$ cat src/verilog/lc3Ctrl_defs.svh
// LC-3 control unit shared widths, opcode values and memory timing
`ifndef LC3CTRL_DEFS_SVH
`define LC3CTRL_DEFS_SVH

`define WORD_WIDTH          16
`define OPCODE_WIDTH        4

// Opcode field values, IR[15:12]
`define OP_BR               4'b0000
`define OP_ADD              4'b0001
`define OP_LD               4'b0010
`define OP_ST               4'b0011
`define OP_JSR              4'b0100    // JSR and JSRR
`define OP_AND              4'b0101
`define OP_LDR              4'b0110
`define OP_STR              4'b0111
`define OP_NOT              4'b1001
`define OP_LDI              4'b1010
`define OP_STI              4'b1011
`define OP_JMP              4'b1100    // Also RET
`define OP_LEA              4'b1110
`define OP_TRAP             4'b1111

// Cycles per memory access, at least 2
`define MEM_ACCESS_CYCLES   3

`endif

$ cat src/verilog/lc3CtrlPkg.sv
// LC-3 control unit types: sequencer states and instruction word views
`include "lc3Ctrl_defs.svh"

package lc3CtrlPkg;

    typedef enum logic [7:0] {
        sHalt,
        sStart,
        sInvalid,
        sFetchAddr,
        sFetchRead,
        sLoadIr,
        sDecode,
        sBrTest,
        sBrTaken,
        sAdd,
        sAnd,
        sNot,
        sLea,
        sLdAddr,
        sLdrAddr,
        sLdiAddr,
        sLdiRead,
        sLdiPtr,
        sLoadRead,
        sLoadReg,
        sStAddr,
        sStrAddr,
        sStiAddr,
        sStiRead,
        sStiPtr,
        sStoreData,
        sStoreWrite,
        sJsrLink,
        sJsrBase,
        sJsrOffset,
        sJmp,
        sTrapVec,
        sTrapLink,
        sTrapRead,
        sTrapJump
    } ctrlState_t;

    // Operate format, as used by ADD, AND and NOT
    typedef struct packed {
        logic [`OPCODE_WIDTH-1:0]                  opcode;
        logic [2:0]                                dr;
        logic [2:0]                                sr1;
        logic                                      immFlag;   // IR[5]
        logic [`WORD_WIDTH-`OPCODE_WIDTH-8:0]      imm5;
    } operateView_t;

    // JSR format, long PC offset or base register
    typedef struct packed {
        logic [`OPCODE_WIDTH-1:0]                  opcode;
        logic                                      longFlag;  // IR[11]
        logic [`WORD_WIDTH-`OPCODE_WIDTH-2:0]      offset11;
    } jumpView_t;

    typedef union packed {
        operateView_t op;
        jumpView_t    jump;
    } instrWord_u;

endpackage

$ cat src/verilog/controlSequencer.sv
// Control sequencer: state register and fetch, decode and execute transitions
`timescale 1ns/10ps
`include "lc3Ctrl_defs.svh"

module controlSequencer import lc3CtrlPkg::*; (
    input  logic       Clk,
    input  logic       rst,
    input  logic       run,
    input  logic       cont,
    input  logic       ben,
    input  instrWord_u ir,
    input  logic       accessLast,
    output ctrlState_t state,
    output logic       accessActive
);

    ctrlState_t nextState;

    always_ff @(posedge Clk) begin
        if (rst)
            state <= sHalt;
        else
            state <= nextState;
    end

    // High for every state that talks to memory
    assign accessActive = (state == sFetchRead) || (state == sLdiRead) ||
                          (state == sStiRead) || (state == sLoadRead) ||
                          (state == sStoreWrite) || (state == sTrapRead);

    always_comb begin
        nextState = state;    // Hold by default
        case (state)
            sHalt:       if (run) nextState = sStart;
            sStart:      if (!run) nextState = sFetchAddr;
            sInvalid:    if (cont) nextState = sHalt;    // Wait for the user

            // Fetch
            sFetchAddr:  nextState = sFetchRead;
            sFetchRead:  if (accessLast) nextState = sLoadIr;
            sLoadIr:     nextState = sDecode;

            sDecode: begin
                case (ir.op.opcode)
                    `OP_BR:   nextState = sBrTest;
                    `OP_ADD:  nextState = sAdd;
                    `OP_LD:   nextState = sLdAddr;
                    `OP_ST:   nextState = sStAddr;
                    `OP_JSR:  nextState = sJsrLink;
                    `OP_AND:  nextState = sAnd;
                    `OP_LDR:  nextState = sLdrAddr;
                    `OP_STR:  nextState = sStrAddr;
                    `OP_NOT:  nextState = sNot;
                    `OP_LDI:  nextState = sLdiAddr;
                    `OP_STI:  nextState = sStiAddr;
                    `OP_JMP:  nextState = sJmp;
                    `OP_LEA:  nextState = sLea;
                    `OP_TRAP: nextState = sTrapVec;
                    default:  nextState = sInvalid;    // 1000 and 1101
                endcase
            end

            // Branch on the BEN register
            sBrTest:     nextState = ben ? sBrTaken : sFetchAddr;
            sBrTaken:    nextState = sFetchAddr;

            // Single-cycle register ops
            sAdd, sAnd, sNot, sLea, sJmp:
                nextState = sFetchAddr;

            // Loads
            sLdAddr, sLdrAddr:
                nextState = sLoadRead;
            sLdiAddr:    nextState = sLdiRead;
            sLdiRead:    if (accessLast) nextState = sLdiPtr;
            sLdiPtr:     nextState = sLoadRead;
            sLoadRead:   if (accessLast) nextState = sLoadReg;
            sLoadReg:    nextState = sFetchAddr;

            // Stores
            sStAddr, sStrAddr:
                nextState = sStoreData;
            sStiAddr:    nextState = sStiRead;
            sStiRead:    if (accessLast) nextState = sStiPtr;
            sStiPtr:     nextState = sStoreData;
            sStoreData:  nextState = sStoreWrite;
            sStoreWrite: if (accessLast) nextState = sFetchAddr;

            // Subroutine call, IR[11] picks PC offset over base register
            sJsrLink:    nextState = ir.jump.longFlag ? sJsrOffset : sJsrBase;
            sJsrBase, sJsrOffset:
                nextState = sFetchAddr;

            // Trap: vector to MAR, link R7, read the vector, jump
            sTrapVec:    nextState = sTrapLink;
            sTrapLink:   nextState = sTrapRead;
            sTrapRead:   if (accessLast) nextState = sTrapJump;
            sTrapJump:   nextState = sFetchAddr;

            default:     nextState = sHalt;    // Unused encodings
        endcase
    end

endmodule

$ cat src/verilog/memAccessTimer.sv
// Memory access timer that flags the final cycle of a fixed-length access
`timescale 1ns/10ps
`include "lc3Ctrl_defs.svh"

module memAccessTimer (
    input  logic Clk,
    input  logic rst,
    input  logic accessActive,
    output logic accessLast
);

    localparam int CountWidth = $clog2(`MEM_ACCESS_CYCLES);

    logic [CountWidth-1:0] count;

    always_ff @(posedge Clk) begin
        if (rst || !accessActive)
            count <= '0;
        else
            count <= count + 1'b1;
    end

    assign accessLast = (count == CountWidth'(`MEM_ACCESS_CYCLES - 1));

endmodule

$ cat src/verilog/controlDecoder.sv
// Control decoder: maps the sequencer state to every datapath control line
`timescale 1ns/10ps

module controlDecoder import lc3CtrlPkg::*; (
    input  ctrlState_t state,
    input  logic       accessLast,
    output logic       ldMar,
    output logic       ldMdr,
    output logic       ldIr,
    output logic       ldBen,
    output logic       ldReg,
    output logic       ldCc,
    output logic       ldPc,
    output logic       gatePc,
    output logic       gateMdr,
    output logic       gateAlu,
    output logic       gateMarMux,
    output logic       addr1Mux,
    output logic [1:0] addr2Mux,
    output logic [1:0] pcMux,
    output logic [1:0] drMux,
    output logic [1:0] sr1Mux,
    output logic       marMux,
    output logic [1:0] aluK,
    output logic       mioEn,
    output logic       rw,
    output logic       halted,
    output logic       paused,
    output logic       invalid
);

    always_comb begin
        ldMar      = 1'b0;
        ldMdr      = 1'b0;
        ldIr       = 1'b0;
        ldBen      = 1'b0;
        ldReg      = 1'b0;
        ldCc       = 1'b0;
        ldPc       = 1'b0;
        gatePc     = 1'b0;
        gateMdr    = 1'b0;
        gateAlu    = 1'b0;
        gateMarMux = 1'b0;
        addr1Mux   = 1'b0;
        addr2Mux   = 2'b00;
        pcMux      = 2'b00;    // PC + 1
        drMux      = 2'b00;
        sr1Mux     = 2'b00;
        marMux     = 1'b0;
        aluK       = 2'b00;
        mioEn      = 1'b0;
        rw         = 1'b0;
        halted     = 1'b0;
        paused     = 1'b0;
        invalid    = 1'b0;

        case (state)
            sFetchAddr: begin    // MAR <- PC, PC <- PC + 1
                gatePc = 1'b1;
                ldMar  = 1'b1;
                ldPc   = 1'b1;
            end
            sFetchRead, sLdiRead, sStiRead, sLoadRead, sTrapRead: begin
                mioEn = 1'b1;
                ldMdr = accessLast;    // Data valid on the last cycle
            end
            sLoadIr: begin
                gateMdr = 1'b1;
                ldIr    = 1'b1;
                paused  = 1'b1;
            end
            sDecode:     ldBen = 1'b1;
            sBrTaken: begin      // PC <- PC + off9
                addr2Mux = 2'b10;
                pcMux    = 2'b10;
                ldPc     = 1'b1;
            end
            sAdd, sAnd, sNot: begin
                sr1Mux  = 2'b01;
                gateAlu = 1'b1;
                ldReg   = 1'b1;
                ldCc    = 1'b1;
                if (state == sAnd)
                    aluK = 2'b01;
                else if (state == sNot)
                    aluK = 2'b10;
            end
            sLdAddr, sStAddr, sLdiAddr, sStiAddr: begin    // MAR <- PC + off9
                addr2Mux   = 2'b10;
                marMux     = 1'b1;
                gateMarMux = 1'b1;
                ldMar      = 1'b1;
            end
            sLdrAddr, sStrAddr: begin    // MAR <- BaseR + off6
                sr1Mux     = 2'b01;
                addr1Mux   = 1'b1;
                addr2Mux   = 2'b01;
                marMux     = 1'b1;
                gateMarMux = 1'b1;
                ldMar      = 1'b1;
            end
            sLdiPtr, sStiPtr: begin    // MAR <- MDR
                gateMdr = 1'b1;
                ldMar   = 1'b1;
            end
            sLoadReg: begin
                gateMdr = 1'b1;
                ldReg   = 1'b1;
                ldCc    = 1'b1;
            end
            sStoreData: begin    // MDR <- SR through ALU pass
                aluK    = 2'b11;
                gateAlu = 1'b1;
                ldMdr   = 1'b1;
            end
            sStoreWrite: begin
                // Write strobe drops on the final cycle
                mioEn = !accessLast;
                rw    = !accessLast;
            end
            sJsrLink, sTrapLink: begin    // R7 <- PC
                drMux  = 2'b01;
                gatePc = 1'b1;
                ldReg  = 1'b1;
            end
            sJsrBase, sJmp: begin    // PC <- BaseR
                sr1Mux   = 2'b01;
                addr1Mux = 1'b1;
                pcMux    = 2'b10;
                ldPc     = 1'b1;
            end
            sJsrOffset: begin    // PC <- PC + off11
                addr2Mux = 2'b11;
                pcMux    = 2'b10;
                ldPc     = 1'b1;
            end
            sLea: begin
                addr2Mux   = 2'b10;
                marMux     = 1'b1;
                gateMarMux = 1'b1;
                ldReg      = 1'b1;
                ldCc       = 1'b1;
            end
            sTrapVec: begin      // MAR <- ZEXT(trapvect8)
                gateMarMux = 1'b1;
                ldMar      = 1'b1;
            end
            sTrapJump: begin
                gateMdr = 1'b1;
                pcMux   = 2'b01;
                ldPc    = 1'b1;
            end
            sInvalid:    invalid = 1'b1;
            sHalt:       halted = 1'b1;
            default: ;
        endcase
    end

endmodule

$ cat src/verilog/lc3Control.sv
// LC-3 control unit top: sequencer, memory access timer and control decoder
`timescale 1ns/10ps

module lc3Control import lc3CtrlPkg::*; (
    input  logic       Clk,
    input  logic       rst,
    input  logic       run,
    input  logic       cont,
    input  logic       ben,
    input  instrWord_u ir,
    output logic       ldMar,
    output logic       ldMdr,
    output logic       ldIr,
    output logic       ldBen,
    output logic       ldReg,
    output logic       ldCc,
    output logic       ldPc,
    output logic       gatePc,
    output logic       gateMdr,
    output logic       gateAlu,
    output logic       gateMarMux,
    output logic       addr1Mux,
    output logic [1:0] addr2Mux,
    output logic [1:0] pcMux,
    output logic [1:0] drMux,
    output logic [1:0] sr1Mux,
    output logic       marMux,
    output logic [1:0] aluK,
    output logic       mioEn,
    output logic       rw,
    output logic       halted,
    output logic       paused,
    output logic       invalid
);

    ctrlState_t state;
    logic       accessActive;
    logic       accessLast;

    controlSequencer u_controlSequencer (
        .Clk          (Clk),
        .rst          (rst),
        .run          (run),
        .cont         (cont),
        .ben          (ben),
        .ir           (ir),
        .accessLast   (accessLast),
        .state        (state),
        .accessActive (accessActive)
    );

    memAccessTimer u_memAccessTimer (
        .Clk          (Clk),
        .rst          (rst),
        .accessActive (accessActive),
        .accessLast   (accessLast)
    );

    controlDecoder u_controlDecoder (
        .state      (state),
        .accessLast (accessLast),
        .ldMar      (ldMar),
        .ldMdr      (ldMdr),
        .ldIr       (ldIr),
        .ldBen      (ldBen),
        .ldReg      (ldReg),
        .ldCc       (ldCc),
        .ldPc       (ldPc),
        .gatePc     (gatePc),
        .gateMdr    (gateMdr),
        .gateAlu    (gateAlu),
        .gateMarMux (gateMarMux),
        .addr1Mux   (addr1Mux),
        .addr2Mux   (addr2Mux),
        .pcMux      (pcMux),
        .drMux      (drMux),
        .sr1Mux     (sr1Mux),
        .marMux     (marMux),
        .aluK       (aluK),
        .mioEn      (mioEn),
        .rw         (rw),
        .halted     (halted),
        .paused     (paused),
        .invalid    (invalid)
    );

endmodule

$ cat config.mk
export PLATFORM = sky130hd
export DESIGN_NAME = lc3Control
export DESIGN_NICKNAME = d
export VERILOG_FILES = /design/src/verilog/lc3CtrlPkg.sv /design/src/verilog/controlSequencer.sv /design/src/verilog/memAccessTimer.sv /design/src/verilog/controlDecoder.sv /design/src/verilog/lc3Control.sv
export VERILOG_INCLUDE_DIRS = /design/src /design/src/verilog
export SDC_FILE = /design/constraint.sdc
export NUM_CORES = 1
export LEC_CHECK = 0
export ABC_AREA = 1
export BUFFER_PORTS_ARGS = -buffer_cell sky130_fd_sc_hd__clkbuf_2
export CAP_MARGIN = 20
export CORE_UTILIZATION = 50
export CTS_BUF_LIST = sky130_fd_sc_hd__clkbuf_16
export DETAILED_ROUTE_END_ITERATION = 10
export GPL_TIMING_DRIVEN = 0
export PLACE_DENSITY_LB_ADDON = 0.08
export SYNTH_ARGS = -nofsm -noshare
export SYNTH_HDL_FRONTEND = slang
export SYNTH_HIERARCHICAL = 1
export SYNTH_SLANG_ARGS = --single-unit
$ cat constraint.sdc
create_clock -name Clk -period 2.2 [get_ports Clk]
set_input_delay 0.44 -clock Clk [delete_from_list [all_inputs] [get_ports Clk]]
set_output_delay 0.44 -clock Clk [all_outputs]
set_load 0.01 [all_outputs]
==> out/qor.yml, run 1 <==
synth_cell_types: 29
ys_ff_latch: 8
regToRegSetupSlack_ps: 450
cts.clk_slew.worst_paths_ps: 40
timing.setup.tns_ps: 0
post_synth_inst_count: 324
gp_congestion: 0.921
category_of_the_worst_setup_path_launch_point: "flip-flop"
power.switching_uw: 504
synth.top_cells.by_area: "nand2_1 21%, nand3_1 12%, nor2_1 10%"
cts_tree: "built"
finish.utilization_pct: 62.3
postSynth.asyncResetShare_pct: 0
status: "finished clean"
timing.setup.critical_path_class: "reg -> out"
number_of_buffers_inserted_during_clock_tree_synthesis: 3
yosysWarningCount: 6
count_of_final_max_slew_check_failures: 0
synth-seq-area-share_pct: 9.16
root_buffer: "clkbuf_16"
most_congested_layer_reported_by_global_routing: "met1"
min_period_ps: 2060
clock_sink_count: 8
globalRouteMet1Util_pct: 38.5
regToRegStartpoint: "u_controlSequencer/state[0]"
post-cts-setup-buffer-count: 0
drive_gt1_share_pct: 28.0
timing.critical_path.required_ps: 1760
share_of_the_clock_period_used_by_the_worst_path_pct: 93.5
met2_usage_pct: 36.0
die_footprint_sq_um: 3740
core_area_sq_um: 3340
io_buffers: 35
antenna_left: 0
worstSetupEndpoint: "aluK[0]"
launching_instance_or_port_of_the_critical_path: "u_controlSequencer/state[5]"
antenna_found_initial: 0
layout_common_cells: "97 x nand2_1, 47 x nor2_1, 40 x nand3_1, 35 x clkbuf_2, 31 x inv_1"
worst_reg_to_reg_cells: 11
mappedNetlistArea_sq_um: 1750
peak_clock_frequency_supported_by_timing_mhz: 486
hold_viol: 0
grt_start_max_net_pins: 12
antenna_cells: 0
swShare_pct: 46.5
post_drt_via_cell_ratio: 5.05
seqPwrFrac_pct: 19.6
gr-usage-all-layers_pct: 25.0
grt_use_met3_pct: 5.67
crit_fanout: 10
die_w_microns: 61.1
setup_ws_ps: 144
vdd_ir_drop_max_uv: 534
final_setup_fails: 0
vias: 2071
worst_skew_pair.late_latency_ps: 230
power.density_cell_area_nw_per_um2: 522
clock-skew-final_ps: 1.50
initialDrtViolationCount: 129
postSynth.topFlopCell: "dfxtp_1"
synth_top_area_share_pct: 20.8
fp-row-count: 21
place.detailed.hpwl_microns: 3590
arrival_ps: 1620
worst_hold_slack_ps: 408
flow.area_growth_from_synthesis_pct: 18.8
cts_max_level: 1
firstDrtPassIters: 4
route.detailed.drc: 0
synth.avg_cell_area_sq_um: 5.40
initial_utilization_pct: 52.4
static-leakage-power_uw: 0.00117
critical_path.endpoint_type: "primary output"
synth_area_leader: "nand2_1"
placement.setup.worst_slack_ps: 265
max-cap-violations: 0
routed_wire_length_per_instance_microns: 10.8
detail_route.wirelength_microns: 4410
design.final.nets: 393
layout_commonest_cell: "nand2_1"
power.internal_uw: 581
overflow: 0
grt_pass1_wl_microns: 7100
rr_endpoint: "u_controlSequencer/state[1]"
min_from: "u_memAccessTimer/count[0]"
power.clock.fraction_pct: 27.7
cts_hold_repair.buffers: 0
rsz0062_at_grt: "no"
die_height_microns: 61.1
pwr-share-comb_pct: 52.7
top_level_ports: 49
worst_hold_path_type: "reg -> reg"
synth-edff-count: 0
clock_path_buffers: 2
vias_in_the_first_global_route: 1602
-- layer usage --
| layer | vias to the layer above | share of wire (%) | wire (microns) |
|---|---|---|---|
| li1 | 1090 | - | - |
| met1 | 905 | 50 | 2180 |
| met2 | 74 | 41 | 1820 |
| met3 | 2 | 8.9 | 393 |
| met4 | 0 | 0.32 | 14 |
| met5 | - | 0 | 0 |
-- power groups by stage --
stage                     clock network, uW  registers, uW  logic, uW
after global routing                    312            216        633
after detailed placement                  0            212        558
final                                   301            212        572
after global placement                    0            212        557
after CTS                               306            210        564
after floorplan                           0            202        447
-- layout make-up --
class                      count  area (sq um)
inverter                      45           171
fill                         378          1260
sequential                     8           164
clock buffer                   3          75.1
multi-input combinational    264          1360
tap                           46          57.6
timing repair buffer          35           175
buffer                         9          78.8
-- cell usage after synthesis (2+ instances only) --
master	instances
nand2_2	7
nor2_4	11
dfxtp_1	8
o21ai_0	7
nand3_2	4
nand2_4	5
buf_6	3
ha_1	6
nor2_1	47
nand2_1	97
a21oi_1	14
nor2_2	7
a21oi_2	2
nor3_1	4
nand3_1	41
inv_1	31
inv_2	12
buf_4	6
conb_1	2
-- critical path: stages, from the launching register on --
cell and delay (ps):
dfxtp_1 370, inv_1 130, nand2_1 90, nor2_4 190, buf_6 170, nand3_2 130
o21ai_0 120, clkbuf_2 170
-- worst min path at each step --
stage	endpoint	slack (ps)	cells past startpoint
6_report	u_memAccessTimer/count[0]	410	1
5_1_grt	u_memAccessTimer/count[0]	430	1
4_1_cts	u_memAccessTimer/count[0]	410	1
3_5_place_dp	u_memAccessTimer/count[0]	410	1
3_3_place_gp	u_memAccessTimer/count[0]	400	1
2_1_floorplan	u_memAccessTimer/count[0]	390	1
-- flip-flops by register name (all words and copies together) (netlist names) --
| register | count |
|---|---|
| u_memAccessTimer/count | 2 |
| u_controlSequencer/state | 6 |
-- through the flow --
step | total power, uW | instance area (sq um) | instances
after floorplan | 649 | 1760 | 326
after global placement | 769 | 1990 | 407
after detailed placement | 770 | 1990 | 407
after CTS | 1080 | 2060 | 410
after global routing | 1160 | 2080 | 410
final | 1090 | 2080 | 410
-- cells by family (layout without fill, tap and decap cells) --
| kind of cell | count (synthesis) | after routing | synth area share, % |
|---|---|---|---|
| AND/OR/NAND/NOR | 226 | 226 | 62.7 |
| buffers and inverters | 54 | 92 | 14.3 |
| AO/OA/AOI/OAI | 28 | 28 | 9.08 |
| flip-flops | 8 | 8 | 9.16 |
| adder cells (fa/ha/maj) | 6 | 6 | 4.29 |
| other | 2 | 4 | 0.429 |
-- repair_timing --
action                                 4_1_cts  5_1_grt
setup endpoints to repair                    0       16
resized for setup                            0        5
endpoints found under the hold margin        0        0
(Power assumes the default switching activity.)
==> run 2: changes to the inputs <==
--- a/config.mk
+++ b/config.mk
@@ -9,12 +9,11 @@
 export ABC_AREA = 1
 export BUFFER_PORTS_ARGS = -buffer_cell sky130_fd_sc_hd__clkbuf_2
 export CAP_MARGIN = 20
-export CORE_UTILIZATION = 50
+export CORE_UTILIZATION = 44
 export CTS_BUF_LIST = sky130_fd_sc_hd__clkbuf_16
 export DETAILED_ROUTE_END_ITERATION = 10
-export GPL_TIMING_DRIVEN = 0
+export GPL_TIMING_DRIVEN = 1
 export PLACE_DENSITY_LB_ADDON = 0.08
 export SYNTH_ARGS = -nofsm -noshare
 export SYNTH_HDL_FRONTEND = slang
-export SYNTH_HIERARCHICAL = 1
 export SYNTH_SLANG_ARGS = --single-unit
==> constraint.sdc (replaced) <==
create_clock -name Clk -period 1.8 [get_ports Clk]
set_input_delay 0.36 -clock Clk [delete_from_list [all_inputs] [get_ports Clk]]
set_output_delay 0.36 -clock Clk [all_outputs]
set_load 0.01 [all_outputs]
==> run 2 against run 1 <==
Against the previous run:
- the run now ends with setup timing left
- critical path depth unchanged
- global-route usage is 4.1 points higher
- clock-buffer cell count stayed put
- setup slack got worse by 240 ps
- die area down 20%
- largest cell class unchanged
==> out/qor.yml, run 2 <==
clock_path_buffers: 2  # unchanged
detail_route.wirelength_microns: 4210  # -4.6%
placed_area_sq_um: 1540  # -23%
vias_in_the_first_global_route: 1469  # -8.3%
layout_common_cells: "54 x nand2_1, 30 x inv_1, 29 x buf_4, 26 x clkbuf_2, 24 x nand3_1"
pwr-share-comb_pct: 54.6  # +1.9 points
max-cap-violations: 0  # unchanged
timing.setup.critical_path_class: "reg -> out"
min_period_ps: 1900
rsz0062_at_grt: "yes"
gp_congestion: 0.948  # +2.9%
category_of_the_worst_setup_path_launch_point: "flip-flop"
yosys-top-cells-count: "69 x nand2_1, 35 x nand3_1, 32 x inv_1, 28 x nor2_1, 9 x inv_2"
io_buffers: 35  # unchanged
arrival_ps: 1540  # -80 ps
die_w_microns: 54.6  # -11%
fp-row-count: 18  # -14%
post_synth_inst_count: 234  # -28%
drive_gt1_share_pct: 44.7  # +17 points
initialDrtViolationCount: 51  # -60%
core_area_sq_um: 2540  # -24%
worst_hold_slack_ps: 369  # -39.7 ps
timing.critical_path.required_ps: 1440  # -320 ps
die_height_microns: 54.6  # -11%
failing_checks: "setup timing"
layoutNonFillerInstCount: 330  # -20%
number_of_buffers_inserted_during_clock_tree_synthesis: 3  # unchanged
root_buffer: "clkbuf_16"
overflow: 0  # unchanged
ys_ff_latch: 8  # unchanged
top_regs: "u_controlSequencer.state x6, u_memAccessTimer.count x2"
crit_fanout: 6  # -4
routed_wire_length_per_instance_microns: 12.8  # +19%
place_inst: 313  # -23%
cts_tree: "built"
power.density_cell_area_nw_per_um2: 696  # +33%
share_of_the_clock_period_used_by_the_worst_path_pct: 106
post_drt_via_cell_ratio: 5.37  # +6.2%
clock-skew-final_ps: 3.08  # +1.58 ps
antenna_cells: 0  # unchanged
postSynth.topFlopCell: "dfxtp_1"
initial_utilization_pct: 47.8  # -4.6 points
static-leakage-power_uw: 0.00115  # -2.3%
power.switching_uw: 571  # +13%
power.internal_uw: 804  # +38%
synth-edff-count: 0  # unchanged
grt_pass1_wl_microns: 6220  # -12%
synth.most_common_cell: "nand2_1"
yosysWarningCount: 0  # -6
cts_max_level: 1  # unchanged
hold_viol: 0  # unchanged
final_setup_fails: 12  # +12
cts_hold_repair.buffers: 0  # unchanged
place.detailed.hpwl_microns: 2990  # -17%
synth.top_cells.by_area: "nand2_1 21%, nand3_1 14%, dfxtp_1 13%"
n_fill_cell: 215  # -43%
critical_path.endpoint_type: "primary output"
die_footprint_sq_um: 2980  # -20%
peak_clock_frequency_supported_by_timing_mhz: 527
worst_skew_pair.late_latency_ps: 230  # about the same
layout_commonest_cell: "nand2_1"
synth.avg_cell_area_sq_um: 5.20  # -3.7%
firstDrtPassIters: 4  # unchanged
cts.clk_slew.worst_paths_ps: 40  # about the same
register_ranked_first_by_flip_flop_count: "u_controlSequencer.state"
postSynth.asyncResetShare_pct: 0  # unchanged
synth_area_leader: "nand2_1"
antenna_found_initial: 0  # unchanged
count_of_final_max_slew_check_failures: 0  # unchanged
status: "finished, violations left"
setup_ws_ps: -99.2  # -243 ps
design_area_sq_um: 1980  # -4.9%
seqPwrFrac_pct: 18.7  # -0.9 points
flow.area_growth_from_synthesis_pct: 62.6
worst_hold_path_type: "in -> reg"
clock_sink_count: 8  # unchanged
synth_cell_types: 23  # -21%
power.clock.fraction_pct: 26.7  # -1.0 points
vias: 1771  # -14%
synth_top_area_share_pct: 21.3  # +0.48 points
antenna_left: 0  # unchanged
vdd_ir_drop_max_uv: 968  # +81%
design.final.nets: 328  # -17%
swShare_pct: 41.5  # -4.9 points
route.detailed.drc: 0  # unchanged
top_level_ports: 49  # unchanged
largest_reg_flops: 6  # unchanged
synth-seq-area-share_pct: 13.2  # +4.0 points
grt_start_max_net_pins: 10  # -2
mappedNetlistArea_sq_um: 1220  # -30%
gr-usage-all-layers_pct: 29.1  # +4.1 points
## run 2: changes by cell type after synthesis, moves of 4 or more
| cell | previous run | this run |
|---|---|---|
| nor2_1 | 47 | 28 |
| nand2_4 | 5 | 0 |
| nand3_2 | 4 | 0 |
| nand3_1 | 41 | 35 |
| nand2_2 | 7 | 0 |
| a21oi_1 | 14 | 7 |
| nor2_4 | 11 | 3 |
| nand2_1 | 97 | 69 |
## run 2: worst paths after layout
check                                      to  slack (ps)                         from  cells after the start
setup / recovery                  addr2Mux[1]        -100  u_controlSequencer.state[0]                      7
hold / removal    u_controlSequencer.state[1]         370                          rst                      2
setup reg to reg  u_controlSequencer.state[4]          90  u_controlSequencer.state[0]                     10
hold reg to reg     u_memAccessTimer.count[0]         410    u_memAccessTimer.count[0]                      1
## run 2: logic make-up (layout without fill, tap and decap cells)
group / count (synthesis) / count (layout) / synth area share (%)
other cells: 1 / 2 / 0.308
flops: 8 / 8 / 13.2
simple gates: 150 / 150 / 54.2
buf+inv: 49 / 114 / 16.9
fa+ha+maj: 5 / 5 / 5.14
compound gates: 21 / 21 / 10.3
## run 2: worst max-delay path: stages, from the launching register on
cell and delay [ps]:
dfxtp_4 370, buf_6 120, nor2_4 240, nand3_2 130
o21ai_1 140, nor2_1 100, nand4_1 70, clkbuf_2 130
## run 2: layout make-up
cell class / count / area, sq um / area share [%]
Sequential cell: 8 / 183 / 9.24
Inverter: 41 / 159 / 8.04
Timing Repair Buffer: 70 / 485 / 24.6
Clock buffer: 3 / 75.1 / 3.80
Tap cell: 30 / 37.5 / 1.90
Multi-Input combinational cell: 178 / 1040 / 52.5
## run 2: layer usage
| layer | global-route usage [%] | wire, microns | vias up |
|---|---|---|---|
| met2 | 51.8 | 2110 | 80 |
| li1 | - | - | 875 |
| met5 | 0 | 0 | - |
| met3 | 4.44 | 306 | 21 |
| met4 | 10.7 | 114 | 0 |
| met1 | 34.6 | 1690 | 795 |
## run 2: power groups by stage
stage / Sequential (uW) / Combinational (uW) / Clock (uW)
2_1_floorplan: 205 / 410 / 0
3_3_place_gp: 240 / 554 / 0
3_5_place_dp: 240 / 556 / 0
4_1_cts: 254 / 651 / 366
5_1_grt: 262 / 818 / 378
6_report: 257 / 751 / 367
## run 2: per-stage QoR
step | TNS, ps | setup slack (ps) | total power, uW | util, %
2_1_floorplan | 0 | 158 | 615 | -
3_3_place_gp | 0 | 49.7 | 794 | 60.5
3_5_place_dp | 0 | 39.2 | 797 | 60.5
4_1_cts | -167 | -36.7 | 1270 | 70.4
5_1_grt | -2520 | -211 | 1460 | 77.7
6_report | -651 | -99.2 | 1380 | 77.7
## run 2: timing repair
action                     in CTS  in global routing
gates resized for setup        38                 46
cloned                          0                  0
setup endpoints to repair      25                 29
setup buffers                   8                  6
pin swaps                       8                 16
